[src/verilog/fpu_pkg.sv]
// Single precision only; denormal encodings are never produced by the datapath
package fpu_pkg;

	//////////////////////////////
	// Format constants
	//////////////////////////////
	localparam int FLOAT_W  = 32;   // Operand and result width
	localparam int EXP_W    = 8;
	localparam int FRAC_W   = 23;   // Stored fraction, hidden bit excluded
	localparam int EXP_BIAS = 127;
	localparam int EXP_MAX  = 255;  // Inf and NaN exponent

	// Every invalid operation returns this quiet NaN
	localparam logic [FLOAT_W-1:0] QNAN_CANON = 32'h7fc0_0001;

	//////////////////////////////
	// Encodings
	//////////////////////////////
	typedef enum logic [1:0] {
		OP_ADD = 2'd0,
		OP_SUB = 2'd1,
		OP_MUL = 2'd2
	} fpu_op_e;

	typedef enum logic [1:0] {
		RM_NEAREST = 2'd0,  // Ties to even
		RM_ZERO    = 2'd1,
		RM_UP      = 2'd2,  // Toward +inf
		RM_DOWN    = 2'd3   // Toward -inf
	} round_mode_e;

endpackage

[src/verilog/operand_classify.sv]
// Denormal operands flushed to signed zero on entry; special-case result lags three cycles
module operand_classify (
	input  logic                        clk,
	input  logic                        arst_n,
	input  logic [fpu_pkg::FLOAT_W-1:0] opa,
	input  logic [fpu_pkg::FLOAT_W-1:0] opb,
	input  fpu_pkg::fpu_op_e            fpu_op,
	input  fpu_pkg::round_mode_e        rmode,
	output logic [fpu_pkg::FLOAT_W-1:0] opa_r,
	output logic [fpu_pkg::FLOAT_W-1:0] opb_r,
	output fpu_pkg::fpu_op_e            op_r,
	output fpu_pkg::round_mode_e        rmode_r,
	output logic                        spec_hit,
	output logic                        spec_nan,
	output logic                        spec_inf,
	output logic                        spec_zero,
	output logic                        spec_sign,
	output logic                        spec_snan
);
	import fpu_pkg::*;

	logic       a_nan, a_snan, a_inf, a_zero;
	logic       b_nan, b_snan, b_inf, b_zero;
	logic       is_mul, sb_eff;
	logic       nan_d, inf_d, zero_d, sign_d;
	logic [5:0] spec_q1, spec_q2, spec_q3;  // {hit, nan, inf, zero, sign, snan}

	// Input registers
	always_ff @(posedge clk or negedge arst_n)
	begin
		if (!arst_n)
		begin
			opa_r   <= '0;
			opb_r   <= '0;
			op_r    <= OP_ADD;
			rmode_r <= RM_NEAREST;
		end
		else
		begin
			opa_r   <= (opa[30:23] == '0) ? {opa[31], 31'b0} : opa;  // Flush denormals
			opb_r   <= (opb[30:23] == '0) ? {opb[31], 31'b0} : opb;
			op_r    <= fpu_op;
			rmode_r <= rmode;
		end
	end

	// Operand classes
	assign a_inf  = (&opa_r[30:23]) & (opa_r[22:0] == '0);
	assign a_nan  = (&opa_r[30:23]) & (opa_r[22:0] != '0);
	assign a_snan = a_nan & ~opa_r[22];  // Quiet bit clear
	assign a_zero = (opa_r[30:23] == '0);
	assign b_inf  = (&opb_r[30:23]) & (opb_r[22:0] == '0);
	assign b_nan  = (&opb_r[30:23]) & (opb_r[22:0] != '0);
	assign b_snan = b_nan & ~opb_r[22];
	assign b_zero = (opb_r[30:23] == '0);

	assign is_mul = (op_r == OP_MUL);
	assign sb_eff = opb_r[31] ^ (op_r == OP_SUB);  // Sign of b as actually added

	// Invalid operations
	assign nan_d = a_nan | b_nan
		| (~is_mul & a_inf & b_inf & (opa_r[31] != sb_eff))  // inf - inf
		| (is_mul & ((a_inf & b_zero) | (b_inf & a_zero)));   // 0 * inf
	assign inf_d  = ~nan_d & (a_inf | b_inf);
	assign zero_d = ~nan_d & ~inf_d & is_mul & (a_zero | b_zero);

	// NaN sign fixed at 0
	assign sign_d = nan_d  ? 1'b0 :
	                is_mul ? opa_r[31] ^ opb_r[31] :
	                a_inf  ? opa_r[31] : sb_eff;

	// Hold decision until post_norm catches up
	always_ff @(posedge clk or negedge arst_n)
	begin
		if (!arst_n)
		begin
			spec_q1 <= '0;
			spec_q2 <= '0;
			spec_q3 <= '0;
		end
		else
		begin
			spec_q1 <= {nan_d | inf_d | zero_d, nan_d, inf_d, zero_d, sign_d, a_snan | b_snan};
			spec_q2 <= spec_q1;
			spec_q3 <= spec_q2;
		end
	end

	assign {spec_hit, spec_nan, spec_inf, spec_zero, spec_sign, spec_snan} = spec_q3;

endmodule

[src/verilog/addsub_prenorm.sv]
// Operands must already be flushed; an exact zero sum sign is decided here
module addsub_prenorm (
	input  logic                        clk,
	input  logic                        arst_n,
	input  logic [fpu_pkg::FLOAT_W-1:0] opa_r,
	input  logic [fpu_pkg::FLOAT_W-1:0] opb_r,
	input  fpu_pkg::fpu_op_e            op_r,
	input  fpu_pkg::round_mode_e        rmode_r,
	output logic [26:0]                 fracta,
	output logic [26:0]                 fractb,
	output logic [fpu_pkg::EXP_W-1:0]   exp_big,
	output logic                        sub_eff,
	output logic                        sign_as,
	output logic                        zero_sign,
	output fpu_pkg::round_mode_e        rmode_p,
	output fpu_pkg::fpu_op_e            op_p
);
	import fpu_pkg::*;

	logic             sa, sb_eff, a_big, eff_sub;
	logic [EXP_W-1:0] ea, eb, exp_diff;
	logic [23:0]      ma, mb, m_big, m_small;
	logic [49:0]      shifted;   // Small mantissa with room for lost bits
	logic [26:0]      small_al;

	assign sa      = opa_r[31];
	assign sb_eff  = opb_r[31] ^ (op_r == OP_SUB);
	assign eff_sub = sa ^ sb_eff;
	assign ea      = opa_r[30:23];
	assign eb      = opb_r[30:23];
	assign ma      = {ea != '0, opa_r[22:0]};  // Hidden bit
	assign mb      = {eb != '0, opb_r[22:0]};

	// Magnitude compare over exponent and fraction together
	assign a_big    = (opa_r[30:0] >= opb_r[30:0]);
	assign m_big    = a_big ? ma : mb;
	assign m_small  = a_big ? mb : ma;
	assign exp_diff = a_big ? ea - eb : eb - ea;

	//////////////////////////////
	// Alignment shift
	//////////////////////////////
	assign shifted = {m_small, 26'b0} >> exp_diff;

	// Beyond 26 places only the sticky bit survives
	assign small_al = (exp_diff > 8'd26) ? {26'b0, |m_small}
	                                     : {shifted[49:24], |shifted[23:0]};

	always_ff @(posedge clk or negedge arst_n)
	begin
		if (!arst_n)
		begin
			fracta    <= '0;
			fractb    <= '0;
			exp_big   <= '0;
			sub_eff   <= 1'b0;
			sign_as   <= 1'b0;
			zero_sign <= 1'b0;
			rmode_p   <= RM_NEAREST;
			op_p      <= OP_ADD;
		end
		else
		begin
			fracta    <= {m_big, 3'b000};  // Empty guard, round, sticky
			fractb    <= small_al;
			exp_big   <= a_big ? ea : eb;
			sub_eff   <= eff_sub;
			sign_as   <= a_big ? sa : sb_eff;
			zero_sign <= eff_sub ? (rmode_r == RM_DOWN) : sa;  // x-x is -0 only rounding down
			rmode_p   <= rmode_r;
			op_p      <= op_r;
		end
	end

endmodule

[src/verilog/mul_prenorm.sv]
// Zero, inf and NaN operands give garbage here; the special-case path overrides them
module mul_prenorm (
	input  logic                        clk,
	input  logic                        arst_n,
	input  logic [fpu_pkg::FLOAT_W-1:0] opa_r,
	input  logic [fpu_pkg::FLOAT_W-1:0] opb_r,
	output logic [23:0]                 manta,
	output logic [23:0]                 mantb,
	output logic signed [9:0]           exp_sum,
	output logic                        sign_mul
);
	import fpu_pkg::*;

	logic signed [9:0] ea_w, eb_w;  // Wide enough for 381 and for -125

	assign ea_w = $signed({2'b00, opa_r[30:23]});
	assign eb_w = $signed({2'b00, opb_r[30:23]});

	always_ff @(posedge clk or negedge arst_n)
	begin
		if (!arst_n)
		begin
			manta    <= '0;
			mantb    <= '0;
			exp_sum  <= '0;
			sign_mul <= 1'b0;
		end
		else
		begin
			manta    <= {opa_r[30:23] != '0, opa_r[22:0]};
			mantb    <= {opb_r[30:23] != '0, opb_r[22:0]};
			exp_sum  <= ea_w + eb_w - 10'(EXP_BIAS);  // One bias removed
			sign_mul <= opa_r[31] ^ opb_r[31];
		end
	end

endmodule

[src/verilog/mantissa_arith.sv]
// Both results land with the integer bits at [47:46] so post_norm needs one layout
module mantissa_arith (
	input  logic                      clk,
	input  logic                      arst_n,
	input  fpu_pkg::fpu_op_e          op_p,
	input  fpu_pkg::round_mode_e      rmode_p,
	input  logic [26:0]               fracta,
	input  logic [26:0]               fractb,
	input  logic                      sub_eff,
	input  logic [fpu_pkg::EXP_W-1:0] exp_big,
	input  logic                      sign_as,
	input  logic                      zero_sign,
	input  logic [23:0]               manta,
	input  logic [23:0]               mantb,
	input  logic signed [9:0]         exp_sum,
	input  logic                      sign_mul,
	output logic [47:0]               fract_raw,
	output logic signed [9:0]         exp_raw,
	output logic                      sign_raw,
	output logic                      zero_sign_a,
	output fpu_pkg::fpu_op_e          op_a,
	output fpu_pkg::round_mode_e      rmode_a
);
	import fpu_pkg::*;

	logic [27:0] sum;  // Carry plus 27 aligned bits

	// fracta never below fractb so the difference stays positive
	assign sum = sub_eff ? {1'b0, fracta} - {1'b0, fractb}
	                     : {1'b0, fracta} + {1'b0, fractb};

	always_ff @(posedge clk or negedge arst_n)
	begin
		if (!arst_n)
		begin
			fract_raw   <= '0;
			exp_raw     <= '0;
			sign_raw    <= 1'b0;
			zero_sign_a <= 1'b0;
			op_a        <= OP_ADD;
			rmode_a     <= RM_NEAREST;
		end
		else
		begin
			if (op_p == OP_MUL)
			begin
				fract_raw <= manta * mantb;  // 1.x times 1.x
				exp_raw   <= exp_sum;
				sign_raw  <= sign_mul;
			end
			else
			begin
				fract_raw <= {sum, 20'b0};
				exp_raw   <= $signed({2'b00, exp_big});
				sign_raw  <= sign_as;
			end
			zero_sign_a <= zero_sign;
			op_a        <= op_p;
			rmode_a     <= rmode_p;
		end
	end

endmodule

[src/verilog/post_norm.sv]
// Results below the smallest normal flush to signed zero; no denormal output
module post_norm (
	input  logic                        clk,
	input  logic                        arst_n,
	input  logic [47:0]                 fract_raw,
	input  logic signed [9:0]           exp_raw,
	input  logic                        sign_raw,
	input  logic                        zero_sign_a,
	input  fpu_pkg::fpu_op_e            op_a,
	input  fpu_pkg::round_mode_e        rmode_a,
	output logic [fpu_pkg::FLOAT_W-1:0] norm_out,
	output logic                        norm_ine,
	output logic                        norm_ovf,
	output logic                        norm_unf,
	output logic                        norm_zero
);
	import fpu_pkg::*;

	logic [5:0]         lz;
	logic [47:0]        norm;
	logic               guard, sticky, round_up, carry, to_inf, zsign;
	logic [24:0]        mant_rnd;
	logic signed [10:0] exp_n, exp_f;

	//////////////////////////////
	// Normalize
	//////////////////////////////
	always_comb
	begin
		lz = 6'd48;
		for (int i = 0; i < 48; i++)
		begin
			if (fract_raw[i])
				lz = 6'(47 - i);  // Highest set bit wins
		end
	end

	assign norm   = fract_raw << lz;
	assign guard  = norm[23];
	assign sticky = |norm[22:0];  // Round and sticky folded together

	// Leading one at bit 47 is worth 2^1
	assign exp_n = exp_raw + 11'sd1 - $signed({5'b0, lz});

	//////////////////////////////
	// Round
	//////////////////////////////
	always_comb
	begin
		case (rmode_a)
			RM_NEAREST: round_up = guard & (sticky | norm[24]);  // Ties to even
			RM_UP:      round_up = ~sign_raw & (guard | sticky);
			RM_DOWN:    round_up = sign_raw & (guard | sticky);
			default:    round_up = 1'b0;
		endcase
	end

	assign mant_rnd = {1'b0, norm[47:24]} + 25'(round_up);
	assign carry    = mant_rnd[24];  // 1.11..1 rolled over to 10.0
	assign exp_f    = exp_n + $signed({10'b0, carry});

	// Overflow goes to inf unless rounding toward zero on that side
	assign to_inf = (rmode_a == RM_NEAREST)
		| ((rmode_a == RM_UP) & ~sign_raw)
		| ((rmode_a == RM_DOWN) & sign_raw);

	assign zsign = (op_a == OP_MUL) ? sign_raw : zero_sign_a;

	always_ff @(posedge clk or negedge arst_n)
	begin
		if (!arst_n)
		begin
			norm_out  <= '0;
			norm_ine  <= 1'b0;
			norm_ovf  <= 1'b0;
			norm_unf  <= 1'b0;
			norm_zero <= 1'b0;
		end
		else
		begin
			norm_ovf  <= 1'b0;
			norm_unf  <= 1'b0;
			norm_zero <= 1'b0;
			norm_ine  <= guard | sticky;
			if (fract_raw == '0)
			begin
				norm_out  <= {zsign, 31'b0};  // Exact zero
				norm_zero <= 1'b1;
			end
			else if (exp_f < 11'sd1)
			begin
				norm_out  <= {sign_raw, 31'b0};  // Flush
				norm_unf  <= 1'b1;
				norm_ine  <= 1'b1;
				norm_zero <= 1'b1;
			end
			else if (exp_f >= EXP_MAX)
			begin
				norm_out <= to_inf ? {sign_raw, 8'hff, 23'b0} : {sign_raw, 8'hfe, {23{1'b1}}};
				norm_ovf <= 1'b1;
				norm_ine <= 1'b1;
			end
			else
				norm_out <= {sign_raw, exp_f[7:0], mant_rnd[22:0]};  // Fraction zero on carry
		end
	end

endmodule

[src/verilog/result_select.sv]
// NaN results always come out as the canonical quiet NaN with positive sign
module result_select (
	input  logic                        clk,
	input  logic                        arst_n,
	input  logic [fpu_pkg::FLOAT_W-1:0] norm_out,
	input  logic                        norm_ine,
	input  logic                        norm_ovf,
	input  logic                        norm_unf,
	input  logic                        norm_zero,
	input  logic                        spec_hit,
	input  logic                        spec_nan,
	input  logic                        spec_inf,
	input  logic                        spec_zero,
	input  logic                        spec_sign,
	input  logic                        spec_snan,
	output logic [fpu_pkg::FLOAT_W-1:0] out,
	output logic                        inf,
	output logic                        snan,
	output logic                        qnan,
	output logic                        ine,
	output logic                        overflow,
	output logic                        underflow,
	output logic                        zero
);
	import fpu_pkg::*;

	logic [FLOAT_W-1:0] spec_out;

	assign spec_out = spec_nan ? QNAN_CANON :
	                  spec_inf ? {spec_sign, {EXP_W{1'b1}}, 23'b0} :
	                             {spec_sign, 31'b0};

	always_ff @(posedge clk or negedge arst_n)
	begin
		if (!arst_n)
		begin
			out       <= '0;
			inf       <= 1'b0;
			snan      <= 1'b0;
			qnan      <= 1'b0;
			ine       <= 1'b0;
			overflow  <= 1'b0;
			underflow <= 1'b0;
			zero      <= 1'b0;
		end
		else if (spec_hit)
		begin
			out       <= spec_out;
			inf       <= spec_inf;
			snan      <= spec_snan;  // Only set alongside spec_nan
			qnan      <= spec_nan;
			ine       <= 1'b0;
			overflow  <= 1'b0;
			underflow <= 1'b0;
			zero      <= spec_zero;
		end
		else
		begin
			out       <= norm_out;
			inf       <= norm_ovf & (&norm_out[30:23]);  // Not when clamped to max finite
			snan      <= 1'b0;
			qnan      <= 1'b0;
			ine       <= norm_ine;
			overflow  <= norm_ovf;
			underflow <= norm_unf;
			zero      <= norm_zero;
		end
	end

endmodule

[src/verilog/fpu_top.sv]
// Fixed latency of four cycles after the sampling edge; one operation per cycle
module fpu_top (
	input  logic                        clk,
	input  logic                        arst_n,
	input  logic [fpu_pkg::FLOAT_W-1:0] opa,
	input  logic [fpu_pkg::FLOAT_W-1:0] opb,
	input  fpu_pkg::fpu_op_e            fpu_op,
	input  fpu_pkg::round_mode_e        rmode,
	output logic [fpu_pkg::FLOAT_W-1:0] out,
	output logic                        inf,
	output logic                        snan,
	output logic                        qnan,
	output logic                        ine,
	output logic                        overflow,
	output logic                        underflow,
	output logic                        zero
);
	import fpu_pkg::*;

	// Stage 0
	logic [FLOAT_W-1:0] opa_r, opb_r;
	fpu_op_e            op_r;
	round_mode_e        rmode_r;
	logic               spec_hit, spec_nan, spec_inf, spec_zero, spec_sign, spec_snan;
	// Stage 1
	logic [26:0]        fracta, fractb;
	logic [EXP_W-1:0]   exp_big;
	logic               sub_eff, sign_as, zero_sign, sign_mul;
	round_mode_e        rmode_p;
	fpu_op_e            op_p;
	logic [23:0]        manta, mantb;
	logic signed [9:0]  exp_sum;
	// Stage 2
	logic [47:0]        fract_raw;
	logic signed [9:0]  exp_raw;
	logic               sign_raw, zero_sign_a;
	fpu_op_e            op_a;
	round_mode_e        rmode_a;
	// Stage 3
	logic [FLOAT_W-1:0] norm_out;
	logic               norm_ine, norm_ovf, norm_unf, norm_zero;

	operand_classify u_classify (
		.clk, .arst_n, .opa, .opb, .fpu_op, .rmode,
		.opa_r, .opb_r, .op_r, .rmode_r,
		.spec_hit, .spec_nan, .spec_inf, .spec_zero, .spec_sign, .spec_snan
	);

	addsub_prenorm u_addsub_pre (
		.clk, .arst_n, .opa_r, .opb_r, .op_r, .rmode_r,
		.fracta, .fractb, .exp_big, .sub_eff, .sign_as, .zero_sign, .rmode_p, .op_p
	);

	mul_prenorm u_mul_pre (
		.clk, .arst_n, .opa_r, .opb_r,
		.manta, .mantb, .exp_sum, .sign_mul
	);

	mantissa_arith u_arith (
		.clk, .arst_n, .op_p, .rmode_p,
		.fracta, .fractb, .sub_eff, .exp_big, .sign_as, .zero_sign,
		.manta, .mantb, .exp_sum, .sign_mul,
		.fract_raw, .exp_raw, .sign_raw, .zero_sign_a, .op_a, .rmode_a
	);

	post_norm u_post_norm (
		.clk, .arst_n, .fract_raw, .exp_raw, .sign_raw, .zero_sign_a, .op_a, .rmode_a,
		.norm_out, .norm_ine, .norm_ovf, .norm_unf, .norm_zero
	);

	result_select u_result (
		.clk, .arst_n,
		.norm_out, .norm_ine, .norm_ovf, .norm_unf, .norm_zero,
		.spec_hit, .spec_nan, .spec_inf, .spec_zero, .spec_sign, .spec_snan,
		.out, .inf, .snan, .qnan, .ine, .overflow, .underflow, .zero
	);

endmodule

[config.mk]
export PLATFORM = sky130hd
export DESIGN_NAME = fpu_top
export DESIGN_NICKNAME = d
export VERILOG_FILES = /design/src/verilog/fpu_pkg.sv /design/src/verilog/operand_classify.sv /design/src/verilog/addsub_prenorm.sv /design/src/verilog/mul_prenorm.sv /design/src/verilog/mantissa_arith.sv /design/src/verilog/post_norm.sv /design/src/verilog/result_select.sv /design/src/verilog/fpu_top.sv
export SDC_FILE = /design/constraint.sdc
export NUM_CORES = 2
export LEC_CHECK = 0
export BUFFER_PORTS_ARGS = -buffer_cell sky130_fd_sc_hd__buf_4
export CORE_MARGIN = 4
export CORE_UTILIZATION = 55
export DETAILED_ROUTE_END_ITERATION = 8
export PLACE_DENSITY = 0.81
export SKIP_CTS_REPAIR_TIMING = 1
export SLEW_MARGIN = 15
export SYNTH_ARGS = -nofsm -noshare
export SYNTH_HDL_FRONTEND = slang
export SYNTH_SLANG_ARGS = --single-unit
[constraint.sdc]
create_clock -name clk -period 11.7 [get_ports clk]
set_input_delay 0 -clock clk [delete_from_list [all_inputs] [get_ports clk]]
set_output_delay 0 -clock clk [all_outputs]
set_load 0.05 [all_outputs]
-- After elaboration in Yosys (flattened, before gate mapping)
Index checks and enable logic that the tools add are counted.
- flip-flop bits (word level): 350
- bits of input ports: 70
- output and inout bits: 39
- word-level logic and storage cells: 214
- add/subtract/negate cells: 10
- $mul: 1
- order comparisons: 4
- equality and inequality tests: 8
- shift operators: 2
- muxes and demuxes: 89
- bitwise operators: 44
- reductions and logical operators: 18
- operators with widths (kind ; number):
    $mux W6 ; 47
    $mux W31 ; 5
    $mux W32 ; 3
    $mux W24 ; 3
    $shr A50 B8 Y50 ; 1
    $logic_not A48 Y1 ; 1
    $mul A24 B24 Y48 ; 1
    $mux W48 ; 1
    $reduce_or A24 Y1 ; 2
    $shl A48 B6 Y48 ; 1
    $logic_not A23 Y1 ; 2
    $reduce_bool A23 Y1 ; 2
    $logic_not A8 Y1 ; 4
    $ge A31 B31 Y1 ; 1
    $add A27 B27 Y28 ; 1
    $mux W28 ; 1
    $sub A27 B27 Y28 ; 1
    $mux W27 ; 1
    $add A24 B1 Y25 ; 1
    $reduce_and A8 Y1 ; 3
    $mux W1 ; 23
    $reduce_or A23 Y1 ; 1
    $and A1 B1 Y1 ; 22
    $mux W8 ; 2
    other kinds (20) ; 46

-- Depth between registers and ports, before layout
- depth in word-level cells: 59
- depth in mapped cells: 45

-- Cells and area by module
Synthesis repeated with hierarchy kept, for this count alone.
- cell total of the unflattened synthesis: 4938
- area total of the unflattened synthesis: 43419.1 um^2
- by module, submodules not included (module ; times used ; cells an instance ; area an instance (um^2) ; sequential area each (um^2)):
    mantissa_arith ; 1 ; 2686 ; 23356.2 ; 1601.5
    post_norm ; 1 ; 994 ; 7273.2 ; 900.9
    addsub_prenorm ; 1 ; 819 ; 6513.7 ; 1651.6
    operand_classify ; 1 ; 222 ; 2985.4 ; 2152.1
    mul_prenorm ; 1 ; 117 ; 1953.1 ; 1476.4
    result_select ; 1 ; 100 ; 1337.5 ; 975.9

-- Worst setup path after synthesis
OpenSTA, ideal clock, no wires.
- kind: register to register
- start point: reg u_arith.fract_raw[1]
- end point: reg u_post_norm.norm_out[21] (netlist name)
- library setup time: 0.086 ns
- arrival time: 8.038 ns
- setup slack: 3.576 ns
- cell stages (with the launch flop): 43
- period minus slack after synthesis: 8.124 ns
- cells stage by stage: dfrtp_1 > nor2_2 > o311ai_1 > a211oi_1 > o311ai_1 > a311o_1 > buf_6 > a21oi_4 > inv_6 > buf_6 > mux4_2 > mux2_2 > a2111oi_0 > nand4b_1 > nor4b_1 > o221ai_1 > o211ai_1 > nand3_1 > (+7 left out) > inv_1 > ha_1 > fa_1 > a21oi_1 > nor2_1 > nor2_1 > o21bai_1 > a21oi_1 > nor2b_1 > or2_2 > a22oi_1 > o22ai_1 > a41oi_1 > o21ai_0 > or2_2 > clkbuf_1 > a211o_1 > nor3_1
- cells in the longest elaborated chain, start to end: 58
- elaborated cells between the ends (all ways): 64
- classes of those cells: 3 x add/sub; 2 x order compare; 1 x shift; 51 x mux; 5 x bitwise; 2 x reduce/logical
- RTL lines (element ; RTL line ; source):
    start: declaration ; mantissa_arith.sv:17 ; output logic [47:0] fract_raw,
    start signal: assignment ; mantissa_arith.sv:47 ; fract_raw <= manta * mantb;
    start signal: assignment ; mantissa_arith.sv:53 ; fract_raw <= {sum, 20'b0};
    $mux W6 (47 in series) ; post_norm.sv:33 ; if (fract_raw[i])
    $shl A48 B6 Y48 ; post_norm.sv:38 ; assign norm = fract_raw << lz;
    $reduce_or A23 Y1 ; post_norm.sv:40 ; assign sticky = |norm[22:0];
    $or A1 B1 Y1 (on tied branches) ; post_norm.sv:52, post_norm.sv:53, post_norm.sv:51 ;
    $and A1 B1 Y1 (on tied branches) ; post_norm.sv:53, post_norm.sv:51, post_norm.sv:52 ;
    $pmux W1 S3 ; post_norm.sv:50 ; case (rmode_a)
    $add A24 B1 Y25 ; post_norm.sv:58 ; assign mant_rnd = {1'b0, norm[47:24]} + 25'(round_up);
    $add A11 B2 Y11 ; post_norm.sv:60 ; assign exp_f = exp_n + $signed({10'b0, carry});
    $ge A11 B9 Y1 ; post_norm.sv:97 ; else if (exp_f >= EXP_MAX)
    $mux W31 ; post_norm.sv:97 ;
    $mux W31 ; post_norm.sv:90 ; else if (exp_f < 11'sd1)
    $mux W32 * ; post_norm.sv:85 ; if (fract_raw == '0)
    end signal: assignment ; post_norm.sv:87 ; norm_out <= {zsign, 31'b0};
    end signal: assignment ; post_norm.sv:92 ; norm_out <= {sign_raw, 31'b0};
    end signal: assignment ; post_norm.sv:99 ; norm_out <= to_inf ? {sign_raw, 8'hff, 23'b0} : {sign_raw, 8'hfe, {23{1'b1}}};
    end: declaration ; post_norm.sv:11 ; output logic [fpu_pkg::FLOAT_W-1:0] norm_out,
Mark *: on every way between the ends. The rest lies on a longest branch, timed or not.

-- Worst setup path after layout
- start point: reg u_arith.fract_raw[47]
- end point: reg u_post_norm.norm_out[19] (netlist name)
- cells in the longest elaborated chain, start to end: 12
- elaborated cells between the ends (all ways): 18
- classes of those cells: 3 x add/sub; 2 x order compare; 1 x shift; 5 x mux; 5 x bitwise; 2 x reduce/logical
- RTL lines (element ; RTL line):
    $mux W6 ; post_norm.sv:33
    $shl A48 B6 Y48 ; post_norm.sv:38
    $reduce_or A23 Y1 ; post_norm.sv:40
    $or A1 B1 Y1 (on tied branches) ; post_norm.sv:52, post_norm.sv:53, post_norm.sv:51
    $and A1 B1 Y1 (on tied branches) ; post_norm.sv:53, post_norm.sv:51, post_norm.sv:52
    $pmux W1 S3 ; post_norm.sv:50
    $add A24 B1 Y25 ; post_norm.sv:58
    $add A11 B2 Y11 ; post_norm.sv:60
    $ge A11 B9 Y1 ; post_norm.sv:97
    $mux W31 ; post_norm.sv:97
    $mux W31 ; post_norm.sv:90
    $mux W32 * ; post_norm.sv:85
Marks and branches as above.

==> impl_results.html <==
<table>
<tr><th>Metric</th><th>Value</th></tr>
<tr><th colspan="2">Clocking</th></tr>
<tr><td>Clk buf depth</td><td>3</td></tr>
<tr><td>CTS root buffer</td><td>sky130_fd_sc_hd__clkbuf_16</td></tr>
<tr><td>Clk pin slew, worst setup/hold paths</td><td>0.06 ns</td></tr>
<tr><td>Worst-Skew Late Latency</td><td>0.58 ns</td></tr>
<tr><td>TritonCTS clock tree</td><td>done</td></tr>
<tr><td>Number of buffers created by CTS</td><td>35</td></tr>
<tr><td>Max H-tree Level</td><td>2</td></tr>
<tr><td>Clock sink total</td><td>350</td></tr>
<tr><th colspan="2">Drt</th></tr>
<tr><td>Vias</td><td>33400</td></tr>
<tr><td>Ratio of routed vias to standard cells</td><td>6.02</td></tr>
<tr><td>DR iter-0 viols</td><td>2926</td></tr>
<tr><td>WL final</td><td>114000 um</td></tr>
<tr><td>Count of TritonRoute iterations in the first routing pass</td><td>7</td></tr>
<tr><td>Detail-routed net length per standard cell</td><td>20.6 um</td></tr>
<tr><td># DRC</td><td>0</td></tr>
<tr><td>Antenna viol nets, final</td><td>0</td></tr>
<tr><th colspan="2">Setup path</th></tr>
<tr><td>Worst Path Max Fanout</td><td>42</td></tr>
<tr><td>Worst path slowest cell</td><td>sky130_fd_sc_hd__nor2_4</td></tr>
<tr><td>Count of buffer and inverter cells on the critical path</td><td>3</td></tr>
<tr><td>Crit end category</td><td>flop</td></tr>
<tr><td>Number of cells on the critical path</td><td>38</td></tr>
<tr><td>Data arrival time of the critical path</td><td>10.71 ns</td></tr>
<tr><td>Critical Path RT</td><td>12.18 ns</td></tr>
<tr><td>Setup crit start kind</td><td>flop</td></tr>
<tr><td>Setup CP Type</td><td>flop to flop</td></tr>
<tr><td>Kind of cell with the highest combined delay on the critical path</td><td>simple AND/OR/NAND/NOR gates</td></tr>
<tr><td>Depth of the worst register-to-register path</td><td>38</td></tr>
<tr><td>CP max stage delay</td><td>0.65 ns</td></tr>
<tr><td>Cell mode on critical path</td><td>sky130_fd_sc_hd__nand3_1</td></tr>
<tr><th colspan="2">Synthesis</th></tr>
<tr><td>Total of warnings raised by yosys</td><td>0</td></tr>
<tr><td>Synth Flop Type</td><td>sky130_fd_sc_hd__dfrtp_1</td></tr>
<tr><td>Cell type with the largest total area after synthesis</td><td>sky130_fd_sc_hd__fa_1</td></tr>
<tr><td>Number of synthesized flops with an enable pin</td><td>0</td></tr>
<tr><td>Flop and latch count out of synthesis</td><td>350</td></tr>
<tr><td>Seq/Total Area, Yosys</td><td>0.217</td></tr>
<tr><td>Number of instances in the synthesized netlist</td><td>4526</td></tr>
<tr><td>Synthesized area per cell</td><td>8.92 um^2</td></tr>
<tr><td>Post-synth ARST share</td><td>1.00</td></tr>
<tr><td>Number of library cell types mapped by synthesis</td><td>101</td></tr>
<tr><td>Syn Std Cell Area</td><td>40400 um^2</td></tr>
<tr><td>Syn nets</td><td>5371</td></tr>
<tr><td>Share of the synthesized area in the top cell type</td><td>0.242</td></tr>
<tr><td>Top area cells in the synthesized netlist</td><td>sky130_fd_sc_hd__fa_1 24%, sky130_fd_sc_hd__dfrtp_1 22%, sky130_fd_sc_hd__ha_1 8.9%</td></tr>
<tr><th colspan="2">Timing</th></tr>
<tr><td>Slew Viols, Final</td><td>0</td></tr>
<tr><td>Final worst path period share</td><td>0.874</td></tr>
<tr><td>Unrepaired setup endpoints after global routing</td><td>no</td></tr>
<tr><td>Worst clock skew</td><td>0.0334 ns</td></tr>
<tr><td>PnR worst setup slack</td><td>1.47 ns</td></tr>
<tr><td>Final hold violation count</td><td>0</td></tr>
<tr><td>Relative slew slack</td><td>0.218</td></tr>
<tr><td>Max Freq</td><td>0.0978 GHz</td></tr>
<tr><td>Final period demand of the worst path</td><td>10.23 ns</td></tr>
<tr><td>Transition at the pin with the smallest max-transition slack</td><td>1.17 ns</td></tr>
<tr><td>Final-report setup violation count</td><td>0</td></tr>
<tr><td>Setup TNS</td><td>0 ns</td></tr>
<tr><th colspan="2">Global routing</th></tr>
<tr><td>Largest net degree at the start of global routing</td><td>174</td></tr>
<tr><td>Number of antenna violations at the first check in global routing</td><td>1</td></tr>
<tr><td>First-pass GRT wire length</td><td>182000 um</td></tr>
<tr><td>Combined global-route utilization of all metal layers</td><td>0.291</td></tr>
<tr><td>Vias in the first global route</td><td>33800</td></tr>
<tr><td>Remaining global-route overflow</td><td>0</td></tr>
<tr><th colspan="2">Finish</th></tr>
<tr><td>Share of cells above drive strength 1</td><td>0.0713</td></tr>
<tr><td>Antenna diode count</td><td>0</td></tr>
<tr><td>Layout Area Growth over Synthesis</td><td>8.50%</td></tr>
<tr><td>Nets@finish</td><td>5407</td></tr>
<tr><th colspan="2">Die</th></tr>
<tr><td>Die height</td><td>279 um</td></tr>
<tr><td>Starting utilization of the core area</td><td>0.554</td></tr>
<tr><td>Die extent in x</td><td>279 um</td></tr>
<tr><td>Core Rows</td><td>99</td></tr>
<tr><td>I/O Pins</td><td>109</td></tr>
<tr><td>Die Area</td><td>77800 um^2</td></tr>
<tr><td>Core box area</td><td>72800 um^2</td></tr>
<tr><th colspan="2">Placement</th></tr>
<tr><td>Routability cong.</td><td>1.01</td></tr>
<tr><td>Port bufs</td><td>108</td></tr>
<tr><td>Half-perimeter wire length after detailed placement</td><td>84600 um</td></tr>
<tr><td>Setup Slack @ Placement</td><td>1.68 ns</td></tr>
<tr><th colspan="2">Status</th></tr>
<tr><td>Run status</td><td>finished clean</td></tr>
<tr><th colspan="2">Job</th></tr>
<tr><td>MaxCap Viol Count</td><td>0</td></tr>
<tr><th colspan="2">Hold path</th></tr>
<tr><td>Class of the tightest hold or removal check</td><td>primary input to asynchronous set/reset pin</td></tr>
</table>
==> synthesized netlist by cell type (27+ instances only) <==
library cell               instances
sky130_fd_sc_hd__a211oi_1         52
sky130_fd_sc_hd__a21oi_1         183
sky130_fd_sc_hd__and2_1          262
sky130_fd_sc_hd__clkbuf_1        189
sky130_fd_sc_hd__dfrtp_1         350
sky130_fd_sc_hd__fa_1            488
sky130_fd_sc_hd__ha_1            287
sky130_fd_sc_hd__inv_1           625
sky130_fd_sc_hd__mux2i_1         103
sky130_fd_sc_hd__nand2_1         619
sky130_fd_sc_hd__nand2b_1         31
sky130_fd_sc_hd__nand3_1          77
sky130_fd_sc_hd__nand4_1          27
sky130_fd_sc_hd__nor2_1          281
sky130_fd_sc_hd__nor2b_1          47
sky130_fd_sc_hd__nor3_1           82
sky130_fd_sc_hd__nor4_1           43
sky130_fd_sc_hd__o211ai_1         27
sky130_fd_sc_hd__o21a_1           30
sky130_fd_sc_hd__o21ai_0         173
sky130_fd_sc_hd__xnor2_1          59
sky130_fd_sc_hd__xor2_1           36
==> area by class of cell <==
cell class              instances  area [um^2]
clock buffers                  45          963
clock inverters                16          263
fillers                      6091        29000
inverters                     629         2370
multi-input cells            3307        28300
flip-flops and latches        350         8760
well taps                     959         1200
repair buffers                239         1990
==> per-stage QoR <==
step,cells,hold WS (ns),util,cell area [um^2]
floorplan,4526,-0.296,-,40400
global placement,5415,0.0968,0.575,41900
detailed placement,5415,0.104,0.575,41900
CTS,5476,-0.495,0.592,43100
global route,5545,0.0823,0.601,43800
finish,5545,0.0795,0.601,43800
==> cells by family after synthesis <==
logic type | count (synthesis) | share of synthesized area
DFF | 350 | 0.217
xor gates and xnor gates | 95 | 0.0206
AOI/OAI and AO/OA | 718 | 0.116
buffers and inverters | 869 | 0.0836
muxes | 150 | 0.0463
adders and majority gates | 775 | 0.331
and+or+nand+nor | 1569 | 0.186
==> worst paths after layout <==
kind | from | endpoint | slack, ns
setup / recovery | u_arith.fract_raw[47] | u_post_norm.norm_out[19] | 1.47
hold / removal | arst_n | u_result.out[12] | 0.08
setup reg to reg | u_arith.fract_raw[47] | u_post_norm.norm_out[19] | 1.47
hold reg to reg | u_classify.spec_q2[2] | u_classify.spec_q3[2] | 0.34
max in group asynchronous | arst_n | u_classify.opa_r[5] | 9.38
min in group clk | rmode[1] | u_classify.rmode_r[1] | 0.10
==> registers in the layout (all words and copies together) (netlist names), 6 cells and up <==
| register | flops |
|---|---|
| u_arith.fract_raw | 48 |
| u_post_norm.norm_out | 32 |
| u_mul_pre.manta | 24 |
| u_addsub_pre.exp_big | 8 |
| u_classify.opa_r | 32 |
| u_mul_pre.mantb | 24 |
| u_classify.spec_q3 | 6 |
| u_classify.spec_q2 | 6 |
| u_mul_pre.exp_sum | 10 |
| u_result.out | 32 |
| u_arith.exp_raw | 10 |
| u_classify.spec_q1 | 6 |
| u_addsub_pre.fractb | 27 |
| u_classify.opb_r | 32 |
| u_addsub_pre.fracta | 24 |
==> per-layer routing <==
metal	part of all wire	vias up	wire, um	global-route usage
met3	0.083	320	9450	0.0508
met4	0.046	0	5250	0.110
met1	0.40	16500	46300	0.394
met2	0.47	1684	53500	0.473
met5	0	-	0	0
li1	-	14900	-	-
==> layout by cell type, fill, tap and decap left out, types with 12 or more instances in the layout <==
cell type / n
sky130_fd_sc_hd__inv_1: 625
sky130_fd_sc_hd__nand2_1: 619
sky130_fd_sc_hd__fa_1: 488
sky130_fd_sc_hd__dfrtp_1: 350
sky130_fd_sc_hd__ha_1: 286
sky130_fd_sc_hd__nor2_1: 280
sky130_fd_sc_hd__and2_1: 262
sky130_fd_sc_hd__a21oi_1: 183
sky130_fd_sc_hd__o21ai_0: 172
sky130_fd_sc_hd__buf_4: 168
sky130_fd_sc_hd__mux2i_1: 103
sky130_fd_sc_hd__nor3_1: 82
sky130_fd_sc_hd__nand3_1: 77
sky130_fd_sc_hd__dlygate4sd3_1: 69
sky130_fd_sc_hd__xnor2_1: 58
sky130_fd_sc_hd__a211oi_1: 52
sky130_fd_sc_hd__nor2b_1: 46
sky130_fd_sc_hd__nor4_1: 43
sky130_fd_sc_hd__xor2_1: 36
sky130_fd_sc_hd__clkbuf_16: 35
sky130_fd_sc_hd__nand2b_1: 30
sky130_fd_sc_hd__o21a_1: 29
sky130_fd_sc_hd__o211ai_1: 27
sky130_fd_sc_hd__nand4_1: 27
sky130_fd_sc_hd__mux4_2: 26
sky130_fd_sc_hd__o22ai_1: 25
sky130_fd_sc_hd__a21o_1: 23
sky130_fd_sc_hd__a31oi_1: 22
sky130_fd_sc_hd__or3_1: 20
sky130_fd_sc_hd__mux2_2: 19
sky130_fd_sc_hd__or2_2: 16
sky130_fd_sc_hd__o31ai_1: 16
sky130_fd_sc_hd__a211o_1: 15
sky130_fd_sc_hd__a22oi_1: 15
sky130_fd_sc_hd__o21bai_1: 12
Power is left out: the tool's default activity adds up to more than one toggle a clock period on the data nets, which glitch-free logic cannot reach.
